## config.mk

```make
export PLATFORM = sky130hd
export DESIGN_NAME = hazardPipe
export DESIGN_NICKNAME = d
export VERILOG_FILES = /design/src/hazardPkg.sv /design/src/hazardPipe.sv /design/src/stageTrack.sv /design/src/instrFetch.sv /design/src/stallUnit.sv /design/src/ctrlDecode.sv
export SDC_FILE = /design/constraint.sdc
export NUM_CORES = 1
export LEC_CHECK = 0
export BUFFER_PORTS_ARGS = -buffer_cell sky130_fd_sc_hd__buf_2
export CORE_UTILIZATION = 40
export DETAILED_ROUTE_END_ITERATION = 16
export SYNTH_ARGS = -nofsm -noshare
export SYNTH_HDL_FRONTEND = slang
export SYNTH_HIERARCHICAL = 1
export SYNTH_SLANG_ARGS = --single-unit
export TNS_END_PERCENT = 10
```

## constraint.sdc

```tcl
create_clock -name clk -period 4.2 [get_ports clk]
set_input_delay 0.63 -clock clk [delete_from_list [all_inputs] [get_ports clk]]
set_output_delay 0.63 -clock clk [all_outputs]
set_load 0.02 [all_outputs]
```

## src/hazardPkg.sv

```systemverilog
`default_nettype none

package hazardPkg;

    //////////////////////////////
    // Basic word types
    //////////////////////////////

    typedef logic [31:0] instrT;
    typedef logic [4:0]  regAddrT;

    // Width of the stall count carried in each stage record
    localparam int StallW = 8;

    // Decoder copies inside the stall unit, one each for D, E and M
    localparam int DecodeStages = 3;

    //////////////////////////////
    // MIPS encodings
    //////////////////////////////

    // Primary opcode field, instr[31:26]
    typedef enum logic [5:0] {
        OP_SPECIAL = 6'h00,
        OP_JAL     = 6'h03,
        OP_BEQ     = 6'h04,
        OP_ORI     = 6'h0d,
        OP_LUI     = 6'h0f,
        OP_LW      = 6'h23,
        OP_SW      = 6'h2b
    } opcodeE;

    // Function field for OP_SPECIAL, instr[5:0]
    typedef enum logic [5:0] {
        FN_JR   = 6'h08,
        FN_ADDU = 6'h21,
        FN_SUBU = 6'h23
    } functE;

    // Instruction classes seen by the hazard logic
    typedef enum logic [3:0] {
        CALC_R,
        CALC_I,
        LUI,
        LOAD,
        STORE,
        BRANCH,
        JAL,
        JR,
        NOP
    } instrClassE;

    //////////////////////////////
    // Stage and retire records
    //////////////////////////////

    typedef struct packed {
        logic              valid;
        instrT             instr;
        regAddrT           dst;     // A3, register written at W
        logic [StallW-1:0] stalls;  // Cycles held in decode
    } stageRecT;

    typedef struct packed {
        instrT             instr;
        regAddrT           dst;
        logic [StallW-1:0] stalls;
    } retireT;

endpackage

`default_nettype wire
```

## src/hazardPipe.sv

```systemverilog
`timescale 1ns/1ps
`default_nettype none

module hazardPipe
    import hazardPkg::*;
#(
    parameter int PIPE_STALL_W = 8
) (
    input  logic   clk,
    input  logic   rst_i,
    input  logic   instrReq_i,
    input  instrT  instrData_i,
    output logic   instrAck_o,
    output retireT retire_o,
    output logic   retireValid_o,
    output logic   stall_o
);

    stageRecT dRec, eRec, mRec;
    logic     stall;

    // Intake owns the D register
    instrFetch uFetch (
        .clk         (clk),
        .rst_i       (rst_i),
        .instrReq_i  (instrReq_i),
        .instrData_i (instrData_i),
        .instrAck_o  (instrAck_o),
        .stall_i     (stall),
        .dRec_o      (dRec)
    );

    stageTrack #(
        .PIPE_STALL_W (PIPE_STALL_W)
    ) uTrack (
        .clk           (clk),
        .rst_i         (rst_i),
        .stall_i       (stall),
        .dRec_i        (dRec),
        .eRec_o        (eRec),
        .mRec_o        (mRec),
        .retire_o      (retire_o),
        .retireValid_o (retireValid_o)
    );

    stallUnit uStall (
        .clk     (clk),
        .dRec_i  (dRec),
        .eRec_i  (eRec),
        .mRec_i  (mRec),
        .stall_o (stall)
    );

    assign stall_o = stall;

endmodule

`default_nettype wire

```

## src/stageTrack.sv

```systemverilog
`timescale 1ns/1ps
`default_nettype none

module stageTrack
    import hazardPkg::*;
#(
    parameter int PIPE_STALL_W = 8
) (
    input  logic     clk,
    input  logic     rst_i,
    input  logic     stall_i,
    input  stageRecT dRec_i,
    output stageRecT eRec_o,
    output stageRecT mRec_o,
    output retireT   retire_o,
    output logic     retireValid_o
);

    // Saturation limit for the reported stall count
    localparam int unsigned StallMaxInt = (PIPE_STALL_W >= StallW) ?
        (1 << StallW) - 1 : (1 << PIPE_STALL_W) - 1;
    localparam logic [StallW-1:0] StallMax = StallMaxInt[StallW-1:0];

    instrClassE        dClass;
    logic              dWrites;
    regAddrT           dDst;
    logic [StallW-1:0] dStallsSat;
    stageRecT          eRec, mRec, wRec;

    ctrlDecode uDec (
        .instr_i     (dRec_i.instr),
        .class_o     (dClass),
        .writesReg_o (dWrites)
    );

    // A3 selection
    always_comb begin
        dDst = '0;
        if (dWrites) begin
            case (dClass)
                CALC_R:             dDst = dRec_i.instr[15:11];
                CALC_I, LOAD, LUI:  dDst = dRec_i.instr[20:16];
                JAL:                dDst = regAddrT'(31);
                default:            dDst = '0;
            endcase
        end
    end

    assign dStallsSat = (dRec_i.stalls > StallMax) ? StallMax : dRec_i.stalls;

    //////////////////////////////
    // E, M and W registers
    //////////////////////////////

    always_ff @(posedge clk) begin
        if (rst_i) begin
            eRec <= '0;
            mRec <= '0;
            wRec <= '0;
        end else begin
            // Bubble into E while decode is held or empty
            if (stall_i || !dRec_i.valid) begin
                eRec <= '0;
            end else begin
                eRec <= '{valid: 1'b1, instr: dRec_i.instr, dst: dDst, stalls: dStallsSat};
            end
            mRec <= eRec;
            wRec <= mRec;
        end
    end

    assign eRec_o = eRec;
    assign mRec_o = mRec;

    // W lasts one cycle, so valid is already a pulse
    assign retire_o      = '{instr: wRec.instr, dst: wRec.dst, stalls: wRec.stalls};
    assign retireValid_o = wRec.valid;

    // Held decode word stays put while E takes the bubble
    aBubbleAfterStall : assert property (@(posedge clk) disable iff (rst_i)
        stall_i |=> !eRec_o.valid && $stable(dRec_i.instr));

endmodule

`default_nettype wire

```

## src/instrFetch.sv

```systemverilog
`timescale 1ns/1ps
`default_nettype none

module instrFetch
    import hazardPkg::*;
(
    input  logic     clk,
    input  logic     rst_i,
    input  logic     instrReq_i,
    input  instrT    instrData_i,
    output logic     instrAck_o,
    input  logic     stall_i,
    output stageRecT dRec_o
);

    typedef enum logic {
        IDLE,
        ACK_HIGH
    } linkStateE;

    linkStateE         linkState;
    logic              dValid;
    instrT             dInstr;
    logic [StallW-1:0] dStalls;
    logic              dFree;
    logic              take;

    // Slot is free if empty or moving on to E this cycle
    assign dFree = !dValid || !stall_i;
    assign take  = (linkState == IDLE) && instrReq_i && dFree;

    //////////////////////////////
    // Four-phase link
    //////////////////////////////

    always_ff @(posedge clk) begin
        if (rst_i) begin
            linkState <= IDLE;
        end else begin
            case (linkState)
                IDLE: begin
                    if (take) begin
                        linkState <= ACK_HIGH;
                    end
                end
                // Hold ack until the source drops req
                ACK_HIGH: begin
                    if (!instrReq_i) begin
                        linkState <= IDLE;
                    end
                end
                default: linkState <= IDLE;
            endcase
        end
    end

    assign instrAck_o = (linkState == ACK_HIGH);

    //////////////////////////////
    // Decode stage register
    //////////////////////////////

    always_ff @(posedge clk) begin
        if (rst_i) begin
            dValid <= 1'b0;
        end else if (take) begin
            dValid <= 1'b1;
        end else if (!stall_i) begin
            dValid <= 1'b0;
        end
    end

    always_ff @(posedge clk) begin
        if (take) begin
            dInstr  <= instrData_i;
            dStalls <= '0;
        end else if (dValid && stall_i && (dStalls != '1)) begin
            // Saturating count of held cycles
            dStalls <= dStalls + 1'b1;
        end
    end

    // Destination is resolved later, on entry to E
    assign dRec_o = '{valid: dValid, instr: dInstr, dst: regAddrT'(0), stalls: dStalls};

    aAckNeedsReq : assert property (@(posedge clk) disable iff (rst_i)
        $rose(instrAck_o) |-> $past(instrReq_i));

endmodule

`default_nettype wire

```

## src/stallUnit.sv

```systemverilog
`timescale 1ns/1ps
`default_nettype none

module stallUnit
    import hazardPkg::*;
(
    input  logic     clk,
    input  stageRecT dRec_i,
    input  stageRecT eRec_i,
    input  stageRecT mRec_i,
    output logic     stall_o
);

    localparam int StD = 0;
    localparam int StE = 1;
    localparam int StM = 2;

    stageRecT   recs     [DecodeStages];
    instrClassE classes  [DecodeStages];
    logic       writes   [DecodeStages];

    assign recs[StD] = dRec_i;
    assign recs[StE] = eRec_i;
    assign recs[StM] = mRec_i;

    // One decoder per observed stage
    for (genvar g = 0; g < DecodeStages; g++) begin : gDec
        ctrlDecode uDec (
            .instr_i     (recs[g].instr),
            .class_o     (classes[g]),
            .writesReg_o (writes[g])
        );
    end

    //////////////////////////////
    // Use and ready times
    //////////////////////////////

    logic [1:0] tUseRs, tUseRt, tNewE, tNewM;

    always_comb begin
        case (classes[StD])
            BRANCH, JR, LUI:               tUseRs = 2'd0;
            CALC_R, CALC_I, LOAD, STORE:   tUseRs = 2'd1;
            default:                       tUseRs = 2'd3;
        endcase

        case (classes[StD])
            BRANCH, LUI: tUseRt = 2'd0;
            CALC_R:      tUseRt = 2'd1;
            STORE:       tUseRt = 2'd2;
            default:     tUseRt = 2'd3;
        endcase

        // An empty decode slot reads nothing
        if (!dRec_i.valid) begin
            tUseRs = 2'd3;
            tUseRt = 2'd3;
        end

        case (classes[StE])
            CALC_R, CALC_I: tNewE = 2'd1;
            LOAD:           tNewE = 2'd2;
            default:        tNewE = 2'd0;
        endcase

        tNewM = (classes[StM] == LOAD) ? 2'd1 : 2'd0;
    end

    //////////////////////////////
    // Stall decision
    //////////////////////////////

    regAddrT dRs, dRt;
    logic    eLive, mLive;
    logic    stallRs, stallRt;

    assign dRs = dRec_i.instr[25:21];
    assign dRt = dRec_i.instr[20:16];

    // A stage only matters if it will write a real register
    assign eLive = eRec_i.valid && writes[StE] && (eRec_i.dst != '0);
    assign mLive = mRec_i.valid && writes[StM] && (mRec_i.dst != '0);

    assign stallRs = (eLive && (dRs == eRec_i.dst) && (tNewE > tUseRs)) ||
                     (mLive && (dRs == mRec_i.dst) && (tNewM > tUseRs));
    assign stallRt = (eLive && (dRt == eRec_i.dst) && (tNewE > tUseRt)) ||
                     (mLive && (dRt == mRec_i.dst) && (tNewM > tUseRt));

    assign stall_o = stallRs || stallRt;

    // Nothing to hold when decode is empty
    aStallNeedsD : assert property (@(posedge clk) stall_o |-> dRec_i.valid);

endmodule

`default_nettype wire

```

## src/ctrlDecode.sv

```systemverilog
`timescale 1ns/1ps
`default_nettype none

module ctrlDecode
    import hazardPkg::*;
(
    input  instrT      instr_i,
    output instrClassE class_o,
    output logic       writesReg_o
);

    logic [5:0] opcode;
    logic [5:0] funct;

    assign opcode = instr_i[31:26];
    assign funct  = instr_i[5:0];

    always_comb begin
        // Anything not recognised is treated as a nop
        class_o     = NOP;
        writesReg_o = 1'b0;

        case (opcode)
            OP_SPECIAL: begin
                case (funct)
                    FN_ADDU, FN_SUBU: begin
                        class_o     = CALC_R;
                        writesReg_o = 1'b1;
                    end
                    FN_JR: begin
                        class_o = JR;
                    end
                    // Includes the all-zero word (sll $0,$0,0)
                    default: begin
                        class_o = NOP;
                    end
                endcase
            end
            OP_ORI: begin
                class_o     = CALC_I;
                writesReg_o = 1'b1;
            end
            OP_LUI: begin
                class_o     = LUI;
                writesReg_o = 1'b1;
            end
            OP_LW: begin
                class_o     = LOAD;
                writesReg_o = 1'b1;
            end
            OP_SW: begin
                class_o = STORE;
            end
            OP_BEQ: begin
                class_o = BRANCH;
            end
            // Link register write
            OP_JAL: begin
                class_o     = JAL;
                writesReg_o = 1'b1;
            end
            default: begin
                class_o     = NOP;
                writesReg_o = 1'b0;
            end
        endcase
    end

endmodule

`default_nettype wire

```

==> flow_summary.json, run 1 <==
{
  "status": "completed",
  "hold_viol": 0,
  "utilization": 0.498,
  "viasPerCell": 4.66,
  "wire_per_inst_um": 13.5,
  "p_leak_nw": 3.16,
  "htreeDepth": 4,
  "antennaDiodeCount": 0,
  "nNetsFinal": 717,
  "syn_nets": 612,
  "cpMaxStageDelayCell": "or4_4",
  "cp-endpoint": "stall_o",
  "cts_tree": "done",
  "reg2reg_to": "uFetch/dStalls[6]",
  "worst-path-stages": 14,
  "final_antenna_net_count": 0,
  "numCtsBuffers": 17,
  "num_rows": 46,
  "fin_area_um2": 7890,
  "holdBufCountCts": 0,
  "crit_chain": "buf_6 > nand2b_1 > nor3b_1 > a22oi_1 > o22ai_2 > nor3b_2 > buf_4 > o21ai_0 > ha_1 > nor2_1 > a21oi_1 > nor4_1 > or4_4 > buf_6",
  "fin_cells": 906,
  "die_y_um": 129,
  "ios": 83,
  "dr.first_iter.drc_count": 246,
  "vias": 4221,
  "grt_pass1_wl_um": 19700,
  "vdd_drop_max_v": 0.000266,
  "start_kind": "flop",
  "drive_above_1_share": 0.226,
  "syn_area_um2": 6480,
  "wl_um": 12200,
  "max_freq_mhz": 246,
  "worstSetupPathType": "flop to output port",
  "place_area_um2": 7160,
  "place.gp.congestion": 0.833,
  "grt.overflow.total": 0,
  "post-dp-hpwl_um": 8660,
  "period_needed_ns": 4.07,
  "grt_max_degree": 95,
  "hold_path.class": "input port to flop",
  "tightest_slew_ns": 0.903,
  "max_stage_delay_ns": 0.57,
  "cp_top_family": "simple AND/OR/NAND/NOR gates",
  "syn_to_final_growth_pct": 21.8,
  "dp_cells": 862,
  "initial_core_util": 0.409,
  "cts_sinks": 180,
  "ff2ff_path_depth": 19,
  "cap_violations": 0,
  "clock_skew_ns": 0.00650,
  "grt_pass1_vias": 4021,
  "firstDrtPassIters": 5,
  "grt_usage": 0.156,
  "crit_arrival_ns": 3.44,
  "r2r-start": "uFetch/dInstr[29]",
  "finalMaxSlewViolations": 0,
  "worst-path-buf-inv": 3,
  "clock_latency_ns": 0.43,
  "crit_path_end_kind": "output port",
  "crit_required_ns": 3.57,
  "grt_antenna_before_repair": 0,
  "setup_viol": 0,
  "synth_warnings": 6,
  "avgSynthCellArea_um2": 11.3,
  "critical_path.max_fanout": 4,
  "dieArea_um2": 16700,
  "crit_top_cell": "buf_6",
  "cts_root_buffer": "clkbuf_16",
  "relSlewSlack": 0.398,
  "coreArea_um2": 15800,
  "powerDensity_nw_per_um2": 452,
  "numPortBuffers": 82,
  "post-route-period-util": 0.969,
  "clkTransAtPathRegs_ns": 0.06,
  "clockBufferDepth": 2,
  "dieWidth_um": 129,
  "synthCells": 572,
  "reg2reg_slack_ns": 0.21,
  "crit_start": "uFetch/dInstr[29]",
  "drc": 0
}
==> where the power goes <==
group	switching [W]	leakage, nW	internal, W
Clock	0.000654	0.295	0.000945
Sequential	0.0000282	1.50	0.00179
Combinational	0.0000790	1.36	0.0000667
Total	0.000761	3.16	0.00280
==> metal layers <==
| metal | track usage | share of wire | up-vias |
|---|---|---|---|
| met5 | 0 | 0 | - |
| met4 | 0.0962 | 0.024 | 0 |
| met3 | 0.0467 | 0.049 | 22 |
| met2 | 0.239 | 0.47 | 115 |
| met1 | 0.194 | 0.46 | 1903 |
| li1 | - | - | 2181 |
==> repair_timing <==
action	in CTS	in global routing
setup endpoints to repair	1	29
setup buffers	8	4
gates resized for setup	3	12
pin swaps	1	7
endpoints found under the hold margin	0	0
==> how the worst min path moves through the flow <==
| stage | from | to | slack [ns] | depth (start not counted) |
|---|---|---|---|---|
| floorplan | uTrack/eRec_o[0] | uTrack/mRec_o[0] | 0.41 | 1 |
| global placement | uTrack/eRec_o[7] | uTrack/mRec_o[7] | 0.42 | 1 |
| detailed placement | uTrack/mRec_o[26] | uTrack/retire_o[26] | 0.42 | 1 |
| CTS | instrData_i[7] | uFetch/dInstr[7] | 0.35 | 1 |
| global route | instrData_i[7] | uFetch/dInstr[7] | 0.35 | 1 |
| finish | instrData_i[7] | uFetch/dInstr[7] | 0.38 | 1 |
==> placed cells by master, fill, tap and decap left out, drive strengths merged, types with 3 or more instances in the layout <==
master / n
dfxtp: 148
nor2b: 109
buf: 101
and2: 48
edfxtp: 32
o21ai: 29
nor2: 21
nand2: 21
clkbuf: 18
nand2b: 13
inv: 13
nor3: 12
xnor2: 11
nand3: 10
xor2: 9
o22ai: 8
nor3b: 7
a21oi: 6
o211ai: 6
nand3b: 6
nor4: 6
ha: 5
o32ai: 5
a32o: 4
a22oi: 4
nand4b: 4
a311o: 4
nor4b: 4
clkinv: 4
or4: 4
bufinv: 3
nand4: 3
==> worst reg2reg max path, cell delays in order, from the launching register on <==
cell        delay [ns]
edfxtp_1          0.45
buf_6             0.15
nand2b_1          0.15
nor3b_1           0.15
a22oi_1           0.22
o22ai_2           0.14
nor3b_2           0.25
o21ai_1           0.13
ha_1              0.30
nor2_1            0.19
nand2_1           0.12
a2111oi_2         0.38
or4_4             0.21
buf_4             0.12
nand2_1           0.11
nand2_1           0.15
clkinvlp_4        0.22
buf_12            0.22
a31oi_1           0.15
o21a_1            0.13
==> sequential cells by signal, summed over array words and instances, names as in the netlist <==
name / count
uFetch/instrAck_o: 1
uTrack/eRec_o: 46
uFetch/dInstr: 32
uTrack/mRec_o: 46
uFetch/dValid: 1
uTrack/retire_o: 45
uFetch/dStalls: 8
uTrack/retireValid_o: 1
==> layout make-up <==
class,count,area (um2)
Clock buffer,18,429
Tap cell,216,270
Inverter,8,33.8
Clock inverter,14,175
Timing Repair Buffer,101,576
Multi-Input combinational cell,369,2480
Fill cell,1411,7940
Sequential cell,180,3930
==> stage by stage <==
step	worst slack [ns]	hold slack [ns]	setup TNS, ns	power [W]
finish	0.130	0.377	0	0.00357
global route	-0.0416	0.345	-0.0938	0.00372
CTS	0.0327	0.352	0	0.00361
detailed placement	0.0702	0.422	0	0.00200
global placement	0.336	0.417	0	0.00199
floorplan	0.0629	0.414	0	0.00194
(Power assumes the default switching activity.)
==> run 2, diff against run 1 <==
--- a/config.mk
+++ b/config.mk
@@ -5,6 +5,7 @@
 export SDC_FILE = /design/constraint.sdc
 export NUM_CORES = 1
 export LEC_CHECK = 0
+export ABC_AREA = 1
 export BUFFER_PORTS_ARGS = -buffer_cell sky130_fd_sc_hd__buf_2
 export CORE_UTILIZATION = 40
 export DETAILED_ROUTE_END_ITERATION = 16
==> run 2 against run 1 <==
  * Critical path depth grew 6
  * Synthesized cell count rose by 56%
  * Critical path type unchanged
  * Power hardly changed
  * Sequential share of layout area decreased by 3.7 points
  * Combinational power increased by 16%
  * Utilization is 0.93 points lower
  * Largest cell class unchanged
==> flow_summary.json, run 2 <==
{
  "post-route-period-util": 0.938,
  "critical_path.max_fanout": 5,
  "htreeDepth": 4,
  "hold_path_end": "uFetch/dInstr[5]",
  "multi_input_area_um2": 2360,
  "ios": 83,
  "worstSetupPathType": "flop to output port",
  "dieArea_um2": 18400,
  "viasPerCell": 4.20,
  "crit_required_ns": 3.57,
  "grt.overflow.total": 0,
  "grt_antenna_before_repair": 0,
  "dieWidth_um": 136,
  "clock_latency_ns": 0.43,
  "wire_per_inst_um": 10.7,
  "max_freq_mhz": 254,
  "post-dp-hpwl_um": 9570,
  "place.gp.congestion": 0.856,
  "start_kind": "flop",
  "grt_pass1_wl_um": 21900,
  "numPortBuffers": 82,
  "worstHoldPathCells": 1,
  "cap_violations": 0,
  "numCtsBuffers": 17,
  "tightest_slew_ns": 0.703,
  "fill_cells": 1725,
  "crit_path_end_kind": "output port",
  "relSlewSlack": 0.531,
  "crit_arrival_ns": 3.31,
  "grt_use_met2": 0.240,
  "hold_path.class": "input port to flop",
  "wl_um": 13300,
  "synth_warnings": 6,
  "fin_setup_tns_ns": 0,
  "gr-max-usage-layer": "met2",
  "drive_above_1_share": 0.211,
  "antennaDiodeCount": 0,
  "grt_pass1_vias": 4633,
  "nNetsFinal": 1039,
  "r2r-start": "uFetch/dInstr[29]",
  "final_cell_mix": "201 x inv_1, 158 x nor2_1, 148 x dfxtp_1",
  "grt_usage": 0.155,
  "cts_tree": "done",
  "powerDensity_nw_per_um2": 418,
  "drc": 0,
  "reg2reg_slack_ns": 0.45,
  "synthCells": 893,
  "reg2reg_to": "uFetch/dInstr[15]",
  "num_rows": 48,
  "p_leak_nw": 3.96,
  "syn_to_final_growth_pct": 19.0,
  "syn_nets": 933,
  "grt_max_degree": 69,
  "utilization": 0.489,
  "coreArea_um2": 17400,
  "min_from": "instrData_i[5]",
  "grtUsageMet3": 0.0426,
  "setup_viol": 0,
  "finalMaxSlewViolations": 0,
  "status": "completed",
  "vias": 5197,
  "initial_core_util": 0.411,
  "clkTransAtPathRegs_ns": 0.07,
  "cts_sinks": 180,
  "clock_skew_ns": 0.00703,
  "rsz0062_at_grt": "no",
  "period_needed_ns": 3.94,
  "hold_viol": 0,
  "final_antenna_net_count": 0,
  "die_y_um": 136,
  "mostFrequentLayoutCell": "inv_1",
  "firstDrtPassIters": 5,
  "grt_util_met1": 0.203,
  "register_area_um2": 3920,
  "dr.first_iter.drc_count": 201,
  "vdd_drop_max_v": 0.000290,
  "cts_root_buffer": "clkbuf_16",
  "ff2ff_path_depth": 24,
  "clockBufferDepth": 2,
  "avgSynthCellArea_um2": 8.02,
  "syn_area_um2": 7160
}
-- run 2: worst max-delay path by stage --
stage,from,endpoint,slack (ns),cells past startpoint
final,uFetch/dInstr[29],stall_o,0.26,20
after global routing,uFetch/dInstr[26],stall_o,0.006,17
after CTS,uFetch/dInstr[29],stall_o,0.07,17
after global placement,uFetch/dInstr[29],uFetch/dInstr[6],0.29,20
after floorplan,uFetch/dInstr[29],uFetch/dStalls[0],0.28,24
after detailed placement,uFetch/dInstr[29],uFetch/dInstr[4],0.12,20
-- run 2: through the flow --
stage          area [um2]  hold slack [ns]  cells  setup WS (ns)  total power (W)
2_1_floorplan        7160            0.388    893          0.277          0.00197
3_3_place_gp         7780            0.389   1187          0.293          0.00201
5_1_grt              8520            0.351   1237        0.00596          0.00370
3_5_place_dp         7780            0.392   1187          0.124          0.00202
6_report             8520            0.373   1237          0.259          0.00356
4_1_cts              8370            0.352   1219         0.0741          0.00359
-- run 2: cell type report --
type,instances,area share
tap,225,0.0330
timing repair buffer,103,0.0687
inverter,208,0.0919
sequential,180,0.460
multi-input combinational,489,0.277
clock inverter,14,0.0176
clock buffer,18,0.0515
-- run 2: per-layer routing --
| layer | part of all wire | wire length, um | vias to the layer above |
|---|---|---|---|
| met5 | 0 | 0 | - |
| met4 | 0.014 | 191 | 0 |
| met3 | 0.046 | 614 | 17 |
| met2 | 0.45 | 5930 | 104 |
| met1 | 0.49 | 6530 | 2219 |
| li1 | - | - | 2857 |
-- run 2: power breakdown --
part	internal (W)	total (W)	switching, W
combinational	0.0000637	0.000170	0.000106
clock	0.000899	0.00157	0.000673
sequential	0.00179	0.00182	0.0000285
-- run 2: critical path: stages (launching register included) --
cell,delay [ns]
edfxtp_1,0.49
buf_4,0.19
nor2_1,0.11
nand3_1,0.10
nand2_1,0.10
nor2_1,0.05
nand2_1,0.05
nand2_1,0.06
inv_1,0.12
nand3_1,0.10
nand2_1,0.09
o211ai_1,0.12
ha_1,0.30
or2_0,0.24
or2_0,0.22
nand2_1,0.07
nand3_1,0.07
nand2_1,0.07
inv_1,0.04
nand2_2,0.12
clkbuf_4,0.20
-- run 2: repair_timing --
action	in CTS	in global routing
hold buffers	0	0
setup endpoints to repair	0	29
setup buffers	0	18
gates resized for setup	0	5
